## src/trace_consts.svh

```systemverilog
`ifndef TRACE_CONSTS_SVH
`define TRACE_CONSTS_SVH

// width of the full instruction word captured as it leaves decode.
`define TRC_INSTR_W 32

// per-instruction stall counters saturate at their all-ones value.
`define TRC_STALL_W 8

// the free-running cycle stamp restarts at zero on reset.
`define TRC_CYCLE_W 32

// retire sequence number.
`define TRC_SEQ_W 16

// whole-run stall and flush totals saturate at their maximum.
`define TRC_TOTAL_W 16

`endif

```

## src/pipe_trace_pkg.sv

```systemverilog
`include "trace_consts.svh"

package pipe_trace_pkg;

    // raw instruction word as seen in decode.
    typedef logic [`TRC_INSTR_W-1:0] instr_word_t;

    // saturating per-instruction stall count.
    typedef logic [`TRC_STALL_W-1:0] stall_cnt_t;

    // one in-flight instruction as it moves through the five slots.
    // instr stays zero until the token leaves decode, and stays zero for
    // a flushed token.
    typedef struct packed {
        instr_word_t instr;
        stall_cnt_t  fetch_stalls;  // cycles held in fetch.
        stall_cnt_t  decode_stalls; // cycles held in decode.
        logic        flushed;       // flush seen while stalled in decode.
    } trace_token_t;

endpackage

```

## src/trace_report_pkg.sv

```systemverilog
`include "trace_consts.svh"

package trace_report_pkg;

    import pipe_trace_pkg::*;

    typedef logic [`TRC_CYCLE_W-1:0] cycle_t;
    typedef logic [`TRC_SEQ_W-1:0]   seq_t;
    typedef logic [`TRC_TOTAL_W-1:0] total_t;

    // whole-run totals, independent of which instruction was affected.
    typedef struct packed {
        total_t pc_stall_cycles;
        total_t dec_stall_cycles;
        total_t flush_count;
    } stall_totals_t;

    // one record per retired instruction.
    // cycle is the stamp of the cycle in which the token sat in write-back.
    typedef struct packed {
        seq_t          seq;
        cycle_t        cycle;
        trace_token_t  token;
        stall_totals_t totals;      // totals snapshot at retire.
    } retire_rec_t;

endpackage

```

## src/instr_tracker.sv

```systemverilog
`timescale 1ns/1ps

module instr_tracker (
    input  logic                        clk,
    input  logic                        rst,
    input  logic                        pc_stall,
    input  logic                        if_id_stall,
    input  logic                        if_flush,
    input  pipe_trace_pkg::instr_word_t instr,
    output logic                        retire_valid,
    output pipe_trace_pkg::trace_token_t retire_token
);

    import pipe_trace_pkg::*;

    // one valid bit and one token per stage from fetch through write-back.
    logic f_v;
    logic d_v;
    logic e_v;
    logic m_v;
    logic w_v;

    trace_token_t f_tok;
    trace_token_t d_tok;
    trace_token_t e_tok;
    trace_token_t m_tok;
    trace_token_t w_tok;

    logic d_move;
    logic d_free;
    logic f_move;
    logic f_free;
    logic f_load;

    trace_token_t d_leave;

    assign d_move = d_v && !if_id_stall;
    assign d_free = !d_v || d_move;           // empty now or emptying on this edge.
    assign f_move = f_v && !pc_stall && d_free;
    assign f_free = !f_v || f_move;
    assign f_load = f_free && !pc_stall && !if_id_stall;

    // the word is taken from the decode input on the edge the token leaves.
    always_comb begin
        d_leave = d_tok;
        d_leave.instr = d_tok.flushed ? '0 : instr;
    end

    always_ff @(posedge clk or posedge rst) begin
        if (rst) begin
            f_v <= 1'b0;
            d_v <= 1'b0;
            e_v <= 1'b0;
            m_v <= 1'b0;
            w_v <= 1'b0;
        end else begin
            w_v <= m_v;
            m_v <= e_v;
            e_v <= d_move;                    // a held decode sends a bubble.

            if (f_move) begin
                d_v <= 1'b1;
            end else if (d_move) begin
                d_v <= 1'b0;
            end

            if (f_load) begin
                f_v <= 1'b1;
            end else if (f_move) begin
                f_v <= 1'b0;
            end
        end
    end

    always_ff @(posedge clk) begin
        w_tok <= m_tok;
        m_tok <= e_tok;
        e_tok <= d_leave;

        if (f_move) begin
            d_tok <= f_tok;
        end else if (d_v && if_id_stall) begin
            if (d_tok.decode_stalls != '1) begin
                d_tok.decode_stalls <= d_tok.decode_stalls + stall_cnt_t'(1);
            end
            if (if_flush) begin
                d_tok.flushed <= 1'b1;        // sticky until the token retires.
            end
        end

        if (f_load) begin
            f_tok <= '0;                      // a fresh token has no stalls and no word yet.
        end else if (f_v && !f_move) begin
            // held by pc_stall or by a blocked decode slot.
            if (f_tok.fetch_stalls != '1) begin
                f_tok.fetch_stalls <= f_tok.fetch_stalls + stall_cnt_t'(1);
            end
        end
    end

    assign retire_valid = w_v;
    assign retire_token = w_tok;

endmodule

```

## src/stall_profiler.sv

```systemverilog
`timescale 1ns/1ps

module stall_profiler (
    input  logic                           clk,
    input  logic                           rst,
    input  logic                           pc_stall,
    input  logic                           if_id_stall,
    input  logic                           if_flush,
    output trace_report_pkg::stall_totals_t totals
);

    import trace_report_pkg::*;

    // counts level cycles only, not per-instruction events.
    total_t pc_cnt;
    total_t dec_cnt;
    total_t flush_cnt;

    always_ff @(posedge clk or posedge rst) begin
        if (rst) begin
            pc_cnt    <= '0;
            dec_cnt   <= '0;
            flush_cnt <= '0;
        end else begin
            if (pc_stall && pc_cnt != '1) begin
                pc_cnt <= pc_cnt + total_t'(1);
            end
            if (if_id_stall && dec_cnt != '1) begin
                dec_cnt <= dec_cnt + total_t'(1);
            end
            // a flush outside a decode stall is still counted here.
            if (if_flush && flush_cnt != '1) begin
                flush_cnt <= flush_cnt + total_t'(1);
            end
        end
    end

    assign totals.pc_stall_cycles  = pc_cnt;
    assign totals.dec_stall_cycles = dec_cnt;
    assign totals.flush_count      = flush_cnt;

endmodule

```

## src/retire_reporter.sv

```systemverilog
`timescale 1ns/1ps

module retire_reporter (
    input  logic                            clk,
    input  logic                            rst,
    input  logic                            retire_valid,
    input  pipe_trace_pkg::trace_token_t    retire_token,
    input  trace_report_pkg::stall_totals_t totals,
    output logic                            rec_valid,
    output trace_report_pkg::retire_rec_t   rec
);

    import trace_report_pkg::*;

    cycle_t cycle_q;  // zero in the first cycle after reset release.
    seq_t   seq_q;    // number of records issued so far.

    always_ff @(posedge clk or posedge rst) begin
        if (rst) begin
            cycle_q   <= '0;
            seq_q     <= '0;
            rec_valid <= 1'b0;
        end else begin
            cycle_q   <= cycle_q + cycle_t'(1);
            rec_valid <= retire_valid;        // one cycle after write-back.
            if (retire_valid) begin
                seq_q <= seq_q + seq_t'(1);
            end
        end
    end

    // the record holds its last value between pulses.
    always_ff @(posedge clk) begin
        if (retire_valid) begin
            rec.seq    <= seq_q;
            rec.cycle  <= cycle_q;
            rec.token  <= retire_token;
            rec.totals <= totals;
        end
    end

endmodule

```

## src/pipe_trace_top.sv

```systemverilog
`timescale 1ns/1ps

module pipe_trace_top (
    input  logic                          clk,
    input  logic                          rst,
    input  logic                          pc_stall,
    input  logic                          if_id_stall,
    input  logic                          if_flush,
    input  pipe_trace_pkg::instr_word_t   instr,
    output logic                          rec_valid,
    output trace_report_pkg::retire_rec_t rec
);

    import pipe_trace_pkg::*;
    import trace_report_pkg::*;

    logic          retire_valid;
    trace_token_t  retire_token;
    stall_totals_t totals;

    // tracker and profiler see the same strobes in the same cycle.
    instr_tracker u_tracker (
        .clk          (clk),
        .rst          (rst),
        .pc_stall     (pc_stall),
        .if_id_stall  (if_id_stall),
        .if_flush     (if_flush),
        .instr        (instr),
        .retire_valid (retire_valid),
        .retire_token (retire_token)
    );

    stall_profiler u_profiler (
        .clk         (clk),
        .rst         (rst),
        .pc_stall    (pc_stall),
        .if_id_stall (if_id_stall),
        .if_flush    (if_flush),
        .totals      (totals)
    );

    retire_reporter u_reporter (
        .clk          (clk),
        .rst          (rst),
        .retire_valid (retire_valid),
        .retire_token (retire_token),
        .totals       (totals),
        .rec_valid    (rec_valid),
        .rec          (rec)
    );

endmodule

```

## config.mk

```make
export PLATFORM = sky130hd
export DESIGN_NAME = pipe_trace_top
export DESIGN_NICKNAME = d
export VERILOG_FILES = /design/src/pipe_trace_pkg.sv /design/src/trace_report_pkg.sv /design/src/instr_tracker.sv /design/src/stall_profiler.sv /design/src/retire_reporter.sv /design/src/pipe_trace_top.sv
export VERILOG_INCLUDE_DIRS = /design/src
export SDC_FILE = /design/constraint.sdc
export NUM_CORES = 1
export LEC_CHECK = 0
export BUFFER_PORTS_ARGS = -buffer_cell sky130_fd_sc_hd__buf_2
export CORE_MARGIN = 1.5
export CORE_UTILIZATION = 60
export CTS_CLUSTER_SIZE = 28
export DETAILED_ROUTE_END_ITERATION = 6
export PLACE_DENSITY = 0.93
export SYNTH_ARGS = -nofsm -noshare
export SYNTH_HDL_FRONTEND = slang
export SYNTH_SLANG_ARGS = --single-unit
```

## constraint.sdc

```tcl
create_clock -name clk -period 8.8 [get_ports clk]
set_input_delay 2.2 -clock clk [delete_from_list [all_inputs] [get_ports clk]]
set_output_delay 2.2 -clock clk [all_outputs]
set_load 0.1 [all_outputs]
```

==> metrics.md <==
| Metric | Value |
|---|---|
| Ys async rst share | 0.243 |
| Area Growth Syn to Fin | 19.6% |
| Synthesized flop and latch total | 419 |
| GRT Overall Usage | 0.202 |
| Port bufs | 182 |
| Max incr delay on CP | approximately 0.44 ns |
| Reg2reg end | u_reporter.seq_q[1] |
| Crit Path Class | reg2out |
| Synth Cell Area | 0.0132 sq mm |
| Compound-Gate Fraction of Synth Area | 0.0137 |
| Post-synth EDFFs | 162 |
| Slowest CP cell | buf_2 |
| Core Util, Final | 0.728 |
| # DRC | 0 |
| Post-Route Skew | 0.00747 ns |
| Gate Count Post-Synth | 832 |
| Clock sink count | 419 |
| Slew Viols, Final | 0 |
| Layout cells sized above 1 | 0.255 |
| Final setup margin | 5.29 ns |
| Top FF cell, synth | edfxtp_1 |
| FF-to-FF setup slack | 6.09 ns |
| Initial core utilization | 0.608 |
| Startpoint Class | flop |
| CTS hold repair buffers | 0 |
| CTS tree | yes |
| HP Start | u_tracker.m_tok[4] |
| Avg Cell Area, Syn | 15.9 sq um |
| Peak supply drop | ~150 uV |
| Top routing layer in use | met4 |
| Crit path buffers/inverters | 1 |
| Hpwl dp | 15000 um |
| CP Cell Sequence | buf_2 |
| Xor/xnor cell area share of the yosys netlist | 0.0556 |
| IO Pins | 183 |
| Hold depth | 0 |
| Worst Hold Class | reg2reg |
| Routability cong. | 0.849 |
| Static Leak | 0.00648 uW |
| Final net count | roughly 1100 |
| Final setup vio count | 0 |
| Delay-heaviest family, CP | buffers and inverters |
| Met2 routed WL | 12300 um |
| Max-cap violations | 0 |
| Final worst path period share | 0.399 |
| Clk root buf | clkbuf_16 |
| Clock Tree Buf Depth | 3 |
| Fin cells | 1367 |
| Pre-Repair DR Iteration Count | 5 |
| Highest Clock Rate | about 290 MHz |
| Mux cell area share after synthesis | 0.0107 |
| Hold Vio Cnt, Final | 0 |
| Postcts setup bufs | 0 |
| Hold EP | u_tracker.retire_token[4] |
| Total power | 4610 uW |
| Wire length on met3 | 1130 um |
| Seq/Total Area, Yosys | 0.795 |
| Outcome | finished, final reports clean |
| Largest family of logic cells by synthesized area | simple AND/OR/NAND/NOR gates |
| Rows | 54 |
| Vias in the first global route | just under 7000 |
| Reg clk slew, reported paths | 0.06 ns |
| H-Tree Depth | 2 |
| CP Capture Type | output port |
| R2r worst-path depth | 3 |
| WP data required | 6.60 ns |
| Detailed-route wire length per cell | 17.2 um |
| WL met1 | 9500 um |
| Unique masters post-synth | just over 50 |
| Detail Route Antenna Nets | 0 |
| Largest net degree at the start of global routing | 81 |
| Starting DRT DRC Count | 390 |
| Congestion Overflow GR | 0 |
| Worst reg2reg startpoint | u_tracker.retire_valid |
| Adder-Cell Fraction of Synth Area | 0.00662 |
| Final Critical Period | between 3 and 4 ns |
| Detailed-route wire length | 23500 um |
| Initial antenna violation count | 0 |
| Max-slew headroom | 0.266 |
| DR vias | around 7200 |
| Die Area | 0.0230 sq mm |
| Synth Net Count | approximately 880 |
| PostCTS Resize Cnt | 0 |
| Slew @ Worst Pin | 1.09 ns |
| Power Dens Cells | 291 mW/mm^2 |
| Vias/cell | 5.26 |
| CP arrival | 1.31 ns |
| Area of the core | 0.0218 sq mm |
| YS warnings | 0 |
| # diodes | 0 |
| First-pass GRT wire length | 35600 um |
| Setup TNS | 0 ns |
| Post-Synth Simple-Gate Area | 0.112 |
| CTS Buf Count | 40 |
| # fillers | 1322 |
| Worst-skew pair later-pin latency | just over 0.5 ns |
| Critical path peak fanout | 1 |
| Die Span Y | 152 um |
| Placed cells | 1293 |
| Chip Width | 152 um |
| Unrepaired setup endpoints after global routing | false |
| Pre-CTS setup slack | between 5 and 6 ns |
[cell usage in the layout (no fill, tap or decap), drive strengths merged, types with 2 or more instances in the layout]
| master | count |
|---|---|
| nor4 | 13 |
| nor3 | 18 |
| inv | 17 |
| mux2i | 4 |
| xor2 | 37 |
| nand4 | 32 |
| nor4b | 2 |
| clkinvlp | 2 |
| a21oi | 8 |
| or3 | 3 |
| o21a | 2 |
| dfxtp | 155 |
| ha | 7 |
| nand2b | 3 |
| nor3b | 2 |
| a21o | 2 |
| o21ai | 5 |
| edfxtp | 162 |
| clkbuf | 62 |
| nand3 | 44 |
| buf | 186 |
| o211ai | 2 |
| nor2 | 47 |
| and3 | 13 |
| and4 | 5 |
| a211oi | 2 |
| clkinv | 8 |
| nand2 | 38 |
| xnor2 | 47 |
| and2 | 3 |
| nor2b | 34 |
| mux2 | 9 |
| dfrtp | 102 |
[final cells by class]
class,count,area [sq um],area share
repair buffers,186,941,0.0594
clock buffers,62,1240,0.0781
inverters,16,62.6,0.00395
clock inverters,12,92.6,0.00585
flip-flops and latches,419,10500,0.665
well taps,280,350,0.0221
multi-input cells,392,2630,0.166
[metal layers]
| metal | GRT usage | vias to the layer above |
|---|---|---|
| met4 | 0.0721 | 0 |
| met3 | 0.0371 | 42 |
| li1 | - | 3401 |
| met1 | 0.250 | 3543 |
| met5 | 0 | - |
| met2 | 0.358 | 205 |
[cells in the mapped netlist (all sizes together), types with 2 or more instances]
master | number | area, sq um
and2 | 3 | 18.8
and3 | 13 | 82.6
o21ai | 5 | 25.0
nor2 | 47 | 176
xor2 | 37 | 324
o21a | 2 | 15.0
nand2 | 38 | 143
inv | 15 | 56.3
a21oi | 8 | 40.0
nand4 | 32 | 225
nand2b | 3 | 18.8
nor2b | 34 | 213
a21o | 2 | 15.0
buf | 2 | 18.8
mux2 | 9 | 101
nor4b | 2 | 23.8
nor4 | 13 | 136
mux2i | 4 | 40.0
clkbuf | 3 | 11.3
edfxtp | 162 | 4860
and4 | 5 | 43.8
dfrtp | 102 | 2550
ha | 7 | 87.6
a211oi | 2 | 15.0
nor3b | 2 | 15.0
nand3 | 44 | 230
or3 | 3 | 23.8
xnor2 | 47 | 412
dfxtp | 155 | 3100
o211ai | 2 | 15.0
nor3 | 18 | 95.1
[cell families after synthesis]
family                   count (synthesis)
buffers and inverters                   21
multiplexers                            13
XOR/XNOR                                84
AO/OA/AOI/OAI                           27
AND/OR/NAND/NOR                        261
adder cells (fa/ha/maj)                  7
flip-flops                             419
[where the power goes]
group,total (uW),leakage (uW),switching [uW],internal (uW)
registers,2360,0.00412,133,2220
clock network,1670,0.000649,674,999
logic,581,0.00171,468,113
[flip-flops by register name, summed over array words and instances, names as in the netlist, 16 cells and up]
name	flops
u_reporter.rec	145
u_tracker.e_tok	49
u_tracker.m_tok	49
u_tracker.retire_token	49
u_reporter.cycle_q	32
u_tracker.d_leave	17
u_profiler.dec_cnt	16
u_profiler.flush_cnt	16
u_profiler.pc_cnt	16
u_reporter.seq_q	16
[through the flow]
| step | instance area [sq um] | hold WS, ns |
|---|---|---|
| after floorplan | 13200 | 0.310 |
| after global placement | 14500 | 0.310 |
| final | 15800 | 0.324 |
| after global routing | 15800 | 0.327 |
| after CTS | 15800 | 0.326 |
| after detailed placement | 14500 | 0.312 |
[worst max-delay path by stage]
stage                                      start  slack, ns                endpoint  cells after the start
after floorplan           u_tracker.retire_valid       3.86    u_reporter.seq_q[11]                      4
after global placement                       rst       5.14  u_tracker.retire_valid                      3
after detailed placement                     rst       5.07  u_tracker.retire_valid                      3
after CTS                     u_reporter.rec[77]       5.26                 rec[77]                      1
after global routing          u_reporter.rec[77]       5.25                 rec[77]                      1
final                        u_reporter.rec[118]       5.29                rec[118]                      1
Power figures use the tool's default switching activity.
